==> config.mk <==
export PLATFORM = sky130hd
export DESIGN_NAME = pwrCtrlTop
export DESIGN_NICKNAME = d
export VERILOG_FILES = /design/src/common/pwrPkg.sv /design/src/pwrSeq/pwrSeqFsm.sv /design/src/logic/pwrRegs.sv /design/src/logic/pwrCtrlTop.sv
export SDC_FILE = /design/constraint.sdc
export NUM_CORES = 1
export LEC_CHECK = 0
export BUFFER_PORTS_ARGS = -buffer_cell sky130_fd_sc_hd__buf_2
export CAP_MARGIN = 10
export CORE_MARGIN = 5
export CORE_UTILIZATION = 45
export CTS_BUF_LIST = sky130_fd_sc_hd__clkbuf_8
export CTS_CLUSTER_DIAMETER = 50
export CTS_CLUSTER_SIZE = 8
export DETAILED_ROUTE_END_ITERATION = 7
export PLACE_DENSITY = 0.72
export SLEW_MARGIN = 20
export SYNTH_ARGS = -nofsm -noshare
export SYNTH_HDL_FRONTEND = slang
export SYNTH_SLANG_ARGS = --single-unit
export TNS_END_PERCENT = 100
==> constraint.sdc <==
create_clock -name pclk21 -period 2.09 [get_ports pclk21]
set_clock_uncertainty 0.15 [all_clocks]
set_input_delay 0.418 -clock pclk21 [delete_from_list [all_inputs] [get_ports pclk21]]
set_output_delay 0.418 -clock pclk21 [all_outputs]
set_load 0.05 [all_outputs]
==> src/common/pwrPkg.sv <==
/* Shared widths, register map, sequencer timing and state encoding for the
   power shut-off controller. Referenced by scoped names from RTL and testbench */
`default_nettype none

package pwrPkg;

  // --------------------------------------------------
  // Widths
  // --------------------------------------------------
  localparam int NumDomains = 4;

  // One bit per switchable domain
  typedef logic [NumDomains-1:0] domainVecT;

  // Wishbone word address and data
  typedef logic [3:0]  wbAdrT;
  typedef logic [31:0] wbDataT;

  // --------------------------------------------------
  // Register map (word addresses)
  // --------------------------------------------------
  localparam wbAdrT AdrReq      = 4'd0;  // Request, read/write
  localparam wbAdrT AdrStatus   = 4'd1;  // In-sequence status, read-only
  localparam wbAdrT AdrWakeDone = 4'd2;  // Wake done, write one to clear
  localparam wbAdrT AdrIrqEn    = 4'd3;  // Interrupt enable, read/write

  // --------------------------------------------------
  // Sequencer timing and states
  // --------------------------------------------------
  // Cycles spent in the second power-on stage
  localparam int SettleCycles = 28;

  typedef logic [4:0] settleCntT;

  typedef enum logic [3:0] {
    Init, ClkOff, Wait1, Isolate, SaveEdge, PrePwrOff, PwrOff,
    PwrOn1, PwrOn2, RestoreEdge, Wait2, DeIsolate, ClkOn, Wait3, RstClr
  } pwrStateT;

endpackage

`default_nettype wire

==> src/pwrSeq/pwrSeqFsm.sv <==
/* Power shut-off sequencer for one domain. Follows l1Req to power the domain
   down and back up, with every control line registered from the next state */
`timescale 1ns/1ps
`default_nettype none

module pwrSeqFsm (
  input  wire  pclk21,
  input  wire  nprst21,
  input  logic l1Req,
  output logic setStatus,
  output logic clrStatus,
  output logic gateClk,
  output logic isolate,
  output logic saveEdge,
  output logic restoreEdge,
  output logic pwr1On,
  output logic pwr2On,
  output logic rstnNonSrpg
);

  pwrPkg::pwrStateT  state;
  pwrPkg::pwrStateT  nextState;
  pwrPkg::settleCntT settleCnt;

  // Non-retention reset before it is combined with the chip reset
  logic rstnNonSrpgReg;

  // --------------------------------------------------
  // Next-state logic
  // --------------------------------------------------
  always_comb
  begin
    nextState = state;
    case (state)
      // Wait here until a low-power request arrives
      pwrPkg::Init:
        if (l1Req)
          nextState = pwrPkg::ClkOff;
      pwrPkg::ClkOff:      nextState = pwrPkg::Wait1;
      // One spare cycle for the clock gate to settle
      pwrPkg::Wait1:       nextState = pwrPkg::Isolate;
      pwrPkg::Isolate:     nextState = pwrPkg::SaveEdge;
      pwrPkg::SaveEdge:    nextState = pwrPkg::PrePwrOff;
      pwrPkg::PrePwrOff:   nextState = pwrPkg::PwrOff;
      // Stay powered off until the request is released
      pwrPkg::PwrOff:
        if (!l1Req)
          nextState = pwrPkg::PwrOn1;
      pwrPkg::PwrOn1:      nextState = pwrPkg::PwrOn2;
      // Hold for the settle count before restoring state
      pwrPkg::PwrOn2:
        if (settleCnt == '0)
          nextState = pwrPkg::RestoreEdge;
      pwrPkg::RestoreEdge: nextState = pwrPkg::Wait2;
      pwrPkg::Wait2:       nextState = pwrPkg::DeIsolate;
      pwrPkg::DeIsolate:   nextState = pwrPkg::ClkOn;
      // Give the ungated clock a cycle before releasing reset
      pwrPkg::ClkOn:       nextState = pwrPkg::Wait3;
      pwrPkg::Wait3:       nextState = pwrPkg::RstClr;
      pwrPkg::RstClr:      nextState = pwrPkg::Init;
      default:             nextState = pwrPkg::Init;
    endcase
  end

  always_ff @(posedge pclk21 or negedge nprst21)
  begin
    if (!nprst21)
      state <= pwrPkg::Init;
    else
      state <= nextState;
  end

  // --------------------------------------------------
  // Settle counter for PwrOn2
  // --------------------------------------------------
  // Loaded on entry so that PwrOn2 lasts exactly SettleCycles cycles
  always_ff @(posedge pclk21 or negedge nprst21)
  begin
    if (!nprst21)
      settleCnt <= '0;
    else if (nextState == pwrPkg::PwrOn2 && state != pwrPkg::PwrOn2)
      settleCnt <= pwrPkg::settleCntT'(pwrPkg::SettleCycles - 1);
    else if (state == pwrPkg::PwrOn2 && settleCnt != '0)
      settleCnt <= settleCnt - 1'b1;
  end

  // --------------------------------------------------
  // Registered control outputs
  // --------------------------------------------------
  always_ff @(posedge pclk21 or negedge nprst21)
  begin
    if (!nprst21)
    begin
      gateClk        <= 1'b0;
      isolate        <= 1'b0;
      saveEdge       <= 1'b0;
      restoreEdge    <= 1'b0;
      pwr1On         <= 1'b1;
      pwr2On         <= 1'b1;
      rstnNonSrpgReg <= 1'b1;
    end
    else
    begin
      // Clock stays gated from ClkOff up to DeIsolate
      gateClk <= !(nextState == pwrPkg::Init || nextState == pwrPkg::ClkOn ||
                   nextState == pwrPkg::Wait3 || nextState == pwrPkg::RstClr);

      // Isolation covers the whole unpowered window plus margins
      isolate <= (nextState == pwrPkg::Isolate     || nextState == pwrPkg::SaveEdge ||
                  nextState == pwrPkg::PrePwrOff   || nextState == pwrPkg::PwrOff   ||
                  nextState == pwrPkg::PwrOn1      || nextState == pwrPkg::PwrOn2   ||
                  nextState == pwrPkg::RestoreEdge || nextState == pwrPkg::Wait2);

      // Single-cycle retention strobes
      saveEdge    <= (nextState == pwrPkg::SaveEdge);
      restoreEdge <= (nextState == pwrPkg::RestoreEdge);

      // Power returns in two stages, switch 1 one cycle ahead of switch 2
      pwr1On <= (nextState != pwrPkg::PwrOff);
      pwr2On <= !(nextState == pwrPkg::PwrOff || nextState == pwrPkg::PwrOn1);

      // Non-retention flops held in reset from PwrOff until RstClr
      rstnNonSrpgReg <= (nextState == pwrPkg::Init      || nextState == pwrPkg::ClkOff ||
                         nextState == pwrPkg::Wait1     || nextState == pwrPkg::Isolate ||
                         nextState == pwrPkg::SaveEdge  || nextState == pwrPkg::PrePwrOff ||
                         nextState == pwrPkg::RstClr);
    end
  end

  // Chip reset also forces the non-retention reset
  assign rstnNonSrpg = rstnNonSrpgReg & nprst21;

  // Status pulses to the register block
  assign setStatus = (nextState == pwrPkg::ClkOff);
  assign clrStatus = (state == pwrPkg::RstClr);

endmodule

`default_nettype wire

==> src/logic/pwrRegs.sv <==
/* Wishbone classic register block with request, status, wake-done and
   interrupt-enable words. Drives the per-domain requests and the interrupt */
`timescale 1ns/1ps
`default_nettype none

module pwrRegs (
  input  wire                pclk21,
  input  wire                nprst21,
  input  logic               wbCyc,
  input  logic               wbStb,
  input  logic               wbWe,
  input  pwrPkg::wbAdrT      wbAdr,
  input  pwrPkg::wbDataT     wbDatW,
  output pwrPkg::wbDataT     wbDatR,
  output logic               wbAck,
  input  pwrPkg::domainVecT  setStatus,
  input  pwrPkg::domainVecT  clrStatus,
  output pwrPkg::domainVecT  l1Req,
  output logic               irq
);

  pwrPkg::domainVecT irqEn;
  pwrPkg::domainVecT status;
  pwrPkg::domainVecT wakeDone;
  pwrPkg::domainVecT wakeClr;

  logic access;
  logic wrEn;

  // --------------------------------------------------
  // Bus handshake
  // --------------------------------------------------
  // New access only while ack is low, so ack lasts one cycle
  assign access = wbCyc & wbStb & ~wbAck;
  assign wrEn   = access & wbWe;

  always_ff @(posedge pclk21 or negedge nprst21)
  begin
    if (!nprst21)
      wbAck <= 1'b0;
    else
      wbAck <= access;
  end

  // --------------------------------------------------
  // Writable words
  // --------------------------------------------------
  always_ff @(posedge pclk21 or negedge nprst21)
  begin
    if (!nprst21)
    begin
      l1Req <= '0;
      irqEn <= '0;
    end
    else if (wrEn)
    begin
      if (wbAdr == pwrPkg::AdrReq)
        l1Req <= wbDatW[pwrPkg::NumDomains-1:0];
      if (wbAdr == pwrPkg::AdrIrqEn)
        irqEn <= wbDatW[pwrPkg::NumDomains-1:0];
    end
  end

  // Write-one-to-clear mask for wake-done
  assign wakeClr = (wrEn && wbAdr == pwrPkg::AdrWakeDone) ?
                   wbDatW[pwrPkg::NumDomains-1:0] : '0;

  // Status follows the sequencer pulses; wake-done set beats a clearing write
  always_ff @(posedge pclk21 or negedge nprst21)
  begin
    if (!nprst21)
    begin
      status   <= '0;
      wakeDone <= '0;
    end
    else
    begin
      status   <= (status | setStatus) & ~(clrStatus & ~setStatus);
      wakeDone <= (wakeDone & ~wakeClr) | clrStatus;
    end
  end

  // --------------------------------------------------
  // Read path
  // --------------------------------------------------
  always_ff @(posedge pclk21 or negedge nprst21)
  begin
    if (!nprst21)
      wbDatR <= '0;
    else if (access && !wbWe)
    begin
      case (wbAdr)
        pwrPkg::AdrReq:      wbDatR <= pwrPkg::wbDataT'(l1Req);
        pwrPkg::AdrStatus:   wbDatR <= pwrPkg::wbDataT'(status);
        pwrPkg::AdrWakeDone: wbDatR <= pwrPkg::wbDataT'(wakeDone);
        pwrPkg::AdrIrqEn:    wbDatR <= pwrPkg::wbDataT'(irqEn);
        // Unmapped words
        default:             wbDatR <= '0;
      endcase
    end
  end

  // Any enabled wake-done raises the line
  assign irq = |(wakeDone & irqEn);

endmodule

`default_nettype wire

==> src/logic/pwrCtrlTop.sv <==
/* Power controller top. Joins the Wishbone register block to one shut-off
   sequencer per domain */
`timescale 1ns/1ps
`default_nettype none

module pwrCtrlTop (
  input  wire                pclk21,
  input  wire                nprst21,
  input  logic               wbCyc,
  input  logic               wbStb,
  input  logic               wbWe,
  input  pwrPkg::wbAdrT      wbAdr,
  input  pwrPkg::wbDataT     wbDatW,
  output pwrPkg::wbDataT     wbDatR,
  output logic               wbAck,
  output logic               irq,
  output pwrPkg::domainVecT  gateClk,
  output pwrPkg::domainVecT  isolate,
  output pwrPkg::domainVecT  saveEdge,
  output pwrPkg::domainVecT  restoreEdge,
  output pwrPkg::domainVecT  pwr1On,
  output pwrPkg::domainVecT  pwr2On,
  output pwrPkg::domainVecT  rstnNonSrpg
);

  // Request out, status pulses back
  pwrPkg::domainVecT l1Req;
  pwrPkg::domainVecT setStatus;
  pwrPkg::domainVecT clrStatus;

  pwrRegs uRegs (
    .pclk21    (pclk21),
    .nprst21   (nprst21),
    .wbCyc     (wbCyc),
    .wbStb     (wbStb),
    .wbWe      (wbWe),
    .wbAdr     (wbAdr),
    .wbDatW    (wbDatW),
    .wbDatR    (wbDatR),
    .wbAck     (wbAck),
    .setStatus (setStatus),
    .clrStatus (clrStatus),
    .l1Req     (l1Req),
    .irq       (irq)
  );

  // --------------------------------------------------
  // One sequencer per domain
  // --------------------------------------------------
  for (genvar dom = 0; dom < pwrPkg::NumDomains; dom++)
  begin : genDomain
    pwrSeqFsm uSeq (
      .pclk21      (pclk21),
      .nprst21     (nprst21),
      .l1Req       (l1Req[dom]),
      .setStatus   (setStatus[dom]),
      .clrStatus   (clrStatus[dom]),
      .gateClk     (gateClk[dom]),
      .isolate     (isolate[dom]),
      .saveEdge    (saveEdge[dom]),
      .restoreEdge (restoreEdge[dom]),
      .pwr1On      (pwr1On[dom]),
      .pwr2On      (pwr2On[dom]),
      .rstnNonSrpg (rstnNonSrpg[dom])
    );
  end

endmodule

`default_nettype wire

==> results_dict.tcl <==
set metrics [dict create \
    synth-main-ff-cell "sky130_fd_sc_hd__dfrtp_1" \
    static-leakage-power_nw 2.22 \
    synthesis.instances 440 \
    run_status "complete, no violations" \
    drtAntennaViolNets 0 \
    required_ns 2.22 \
    endpoint_kind "flop" \
    cts.clk_slew.worst_paths_ns 0.09 \
    finalHoldViolCount 0 \
    power.switching_fraction_pct 43.6 \
    timing.critical_path.cells "inv_1, ha_1, or4b_1, a21o_1, a211oi_2" \
    antenna_violations_before_repair 0 \
    place.gp.congestion 0.797 \
    worst_path_setup_slack_after_routing_ns 0.202 \
    leading_cell_types_by_total_area_after_synthesis "sky130_fd_sc_hd__dfrtp_1 (41%), sky130_fd_sc_hd__buf_4 (9.4%), sky130_fd_sc_hd__dfstp_2 (7.0%)" \
    comb_power_share_pct 41.6 \
    met2_length_um 3790 \
    cp.arrival_ns 2.01 \
    grt_setup_unrepaired "no" \
    clock_power_share_pct 16.8 \
    timing.fmax_ghz 0.530 \
    grt_start_max_net_pins 34 \
    post_synth_instance_area_sq_um 4490 \
    cp_slowest_stage_delay_ns 0.59 \
    dr.max_layer_used "met4" \
    insertion_delay_ns 0.36 \
    worstHoldPathType "primary input to async pin" \
    clock-sinks 85 \
    dpl_worst_slack_ns 0.217 \
    post-route-min-period_ns 1.89 \
    grt_pass1_wl_um 13700 \
    pwr_density_cell_nw_per_um2 1440 \
    hold-worst-slack_ns 0.000283 \
    worst_path_dominant_cell_family "simple AND/OR/NAND/NOR gates" \
    min_period_over_period_pct 90.3 \
    power.switching_mw 3.02 \
    crit_type "flop to flop" \
    cap_viol_max_count 0 \
    vias_per_cell 5.20 \
    placement.io_buffers 46 \
    synth_top_area_share_pct 40.6 \
    worst-path-max-fanout 9 \
    cts_buffer_depth 2 \
    final_layout_size_suffix_gt1_share_pct 22.3 \
    synthArstFlopShare_pct 100 \
    final_cell_count_no_fill 600 \
    r2r_cell_count 5 \
    cts_tree "yes" \
    synthesis.area_per_instance_sq_um 10.2 \
    sequentialPowerShare_pct 41.6 \
    tritoncts.num_buffers 9 \
    cp_num_buf_inv 1 \
    detail_route.wirelength.met1_um 3880 \
    post-synth-top-area-cell "sky130_fd_sc_hd__dfrtp_1" \
    finalSetupTns_ns 0 \
    globalRouteOverflowTotal 0 \
    initial_utilization_pct 46.0 \
    floorplan.rows 36 \
    chipWidth_um 110 \
    cts.htree.levels 3 \
    netlist_top_cells_count "sky130_fd_sc_hd__dfrtp_1 (73), sky130_fd_sc_hd__buf_4 (56), sky130_fd_sc_hd__nand2_1 (28), sky130_fd_sc_hd__nor2_1 (27), sky130_fd_sc_hd__o21ai_0 (19)" \
    die_area_sq_um 12100 \
    timing_worst_slew_pin_value_ns 0.648 \
    root_buffer "sky130_fd_sc_hd__clkbuf_8" \
    routed_wl_um 8320 \
    cts.repair_timing.setup_buffer_count 0 \
    antennaDiodeCount 0 \
    synth_edf_count 0 \
    synth_sequential_area_ratio_pct 47.7 \
    via_count_of_the_first_global_routing_pass 2897 \
    ir_worst_vdd_v 0.000608 \
    slew_viol_final 0 \
    drcViolationCount 0 \
    detailroute.via_count 3120 \
    height_of_the_chip_um 110 \
    num_io_pins 103 \
    number_of_violations_reported_at_the_end_of_detailed_routing_iteration_0 283 \
    synthDistinctLibCells 55 \
    finalNetCount 511 \
    yosys.cell_count.top_type "sky130_fd_sc_hd__dfrtp_1" \
    slew_limit_headroom_pct 56.7 \
    drt_first_pass_iters 4 \
    cellInternalPower_mw 3.90 \
    area_delta_synth_final_pct 7.07 \
    met3_wirelength_um 550 \
    setup.worst_path.start_class "flop" \
    grt.total_usage_pct 14.3 \
    post-place-cells 582 \
    finalSetupViolations 0 \
    crit_slowest_cell "sky130_fd_sc_hd__or4b_1" \
    detail_route.wl_per_cell_um 13.9 \
    setup.reg_to_reg.worst_slack_ns 0.20 \
    ys.warnings.count 0 \
    finalPower_mw 6.93 \
    worst_flop_to_flop_path_startpoint "genDomain[0].uSeq.settleCnt[0]" \
    ys_seq_elements 85 \
    core-area_sq_um 9770 \
    place_hpwl_um 5740 \
    r2r_end "genDomain[0].uSeq.state[0]" \
]
metrics by stage:
stage | utilization [%] | area, sq um
floorplan | - | 4600
global placement | 47.0 | 4590
detailed placement | 47.0 | 4590
CTS | 49.2 | 4810
global route | 49.2 | 4810
finish | 49.2 | 4810
state kept, by name, indices dropped and copies added, names as in the netlist:
register / cells
genDomain.uSeq.isolate: 4
genDomain.uSeq.pwr2On: 4
uRegs.wbDatR: 4
genDomain.uSeq.pwr1On: 4
genDomain.uSeq.saveEdge: 4
uRegs.status: 4
uRegs.wbAck: 1
uRegs.irqEn: 4
genDomain.uSeq.settleCnt: 20
uRegs.wakeDone: 4
genDomain.uSeq.gateClk: 4
uRegs.l1Req: 4
genDomain.uSeq.state: 16
genDomain.uSeq.restoreEdge: 4
genDomain.uSeq.rstnNonSrpgReg: 4
worst reg2reg max path: stages (launching register included):
cell and delay, ns:
sky130_fd_sc_hd__dfrtp_1 0.41, sky130_fd_sc_hd__inv_1 0.10, sky130_fd_sc_hd__ha_1 0.15, sky130_fd_sc_hd__or4b_1 0.59, sky130_fd_sc_hd__a21o_1 0.24, sky130_fd_sc_hd__a211oi_2 0.16
cells by family (layout without fill, tap and decap cells):
family | after synthesis | count (layout) | synth area share, %
other | 1 | 28 | 0.0834
AOI/OAI and AO/OA | 87 | 87 | 12.6
DFF | 85 | 85 | 47.7
buffers and inverters | 91 | 91 | 12.4
adders and majority gates | 8 | 8 | 2.23
xor gates and xnor gates | 8 | 8 | 1.56
and+or+nand+nor | 147 | 147 | 19.3
muxes | 13 | 13 | 4.23
cell usage in the layout (no fill, tap or decap), types with 6 or more instances in the layout:
cell / netlist / layout
sky130_fd_sc_hd__o21ai_0: 19 / 19
sky130_fd_sc_hd__nand2b_1: 6 / 6
sky130_fd_sc_hd__dfstp_2: 12 / 12
sky130_fd_sc_hd__a21o_1: 10 / 10
sky130_fd_sc_hd__nand2_1: 28 / 28
sky130_fd_sc_hd__inv_1: 13 / 14
sky130_fd_sc_hd__a31oi_1: 6 / 6
sky130_fd_sc_hd__dfrtp_1: 73 / 73
sky130_fd_sc_hd__buf_2: 3 / 45
sky130_fd_sc_hd__nand3_1: 10 / 10
sky130_fd_sc_hd__ha_1: 8 / 8
sky130_fd_sc_hd__a21oi_1: 11 / 11
sky130_fd_sc_hd__buf_4: 56 / 15
sky130_fd_sc_hd__nand4_1: 7 / 7
sky130_fd_sc_hd__nor2_1: 27 / 27
sky130_fd_sc_hd__nor2b_1: 13 / 13
sky130_fd_sc_hd__nor3_1: 11 / 11
sky130_fd_sc_hd__o21ai_1: 17 / 17
sky130_fd_sc_hd__clkbuf_8: 0 / 10
sky130_fd_sc_hd__conb_1: 1 / 28
sky130_fd_sc_hd__and3_1: 11 / 11
how the worst max path moves through the flow:
| stage | startpoint | end | slack (ns) | cells past startpoint |
|---|---|---|---|---|
| 6_report | genDomain[0].uSeq.settleCnt[0] | genDomain[0].uSeq.state[0] | 0.20 | 5 |
| 5_1_grt | genDomain[1].uSeq.settleCnt[0] | genDomain[1].uSeq.state[0] | 0.09 | 5 |
| 4_1_cts | genDomain[1].uSeq.settleCnt[0] | genDomain[1].uSeq.state[0] | 0.20 | 5 |
| 3_5_place_dp | genDomain[1].uSeq.settleCnt[0] | genDomain[1].uSeq.state[0] | 0.22 | 5 |
| 3_3_place_gp | wbAdr[3] | uRegs.irqEn[3] | 0.25 | 4 |
| 2_1_floorplan | uRegs.wbAck | uRegs.irqEn[0] | 0.20 | 4 |
layout make-up:
cell class | instances | area (sq um)
clock buffers | 10 | 138
clock inverters | 6 | 61.3
fillers | 869 | 4960
inverters | 13 | 48.8
multi-input cells | 291 | 1900
flip-flops and latches | 85 | 2140
well taps | 133 | 166
repair buffers | 62 | 358
routing by layer:
metal | vias to the layer above | GRT usage (%)
met1 | 1498 | 19.6
met5 | - | 0
met3 | 5 | 3.52
li1 | 1524 | -
met2 | 93 | 22.1
met4 | 0 | 4.90
what timing repair did:
item,in CTS,in global routing
endpoints found under the hold margin,7,0
gates resized for setup,0,0
hold buffers,2,0
power groups by stage:
stage	Clock (mW)	Sequential (mW)	Combinational, mW
finish	1.17	2.88	2.88
global route	1.26	2.99	3.19
CTS	1.20	2.88	2.90
detailed placement	0	2.91	2.89
global placement	0	2.88	2.80
floorplan	0	2.68	2.67
Power figures use the tool's default switching activity.
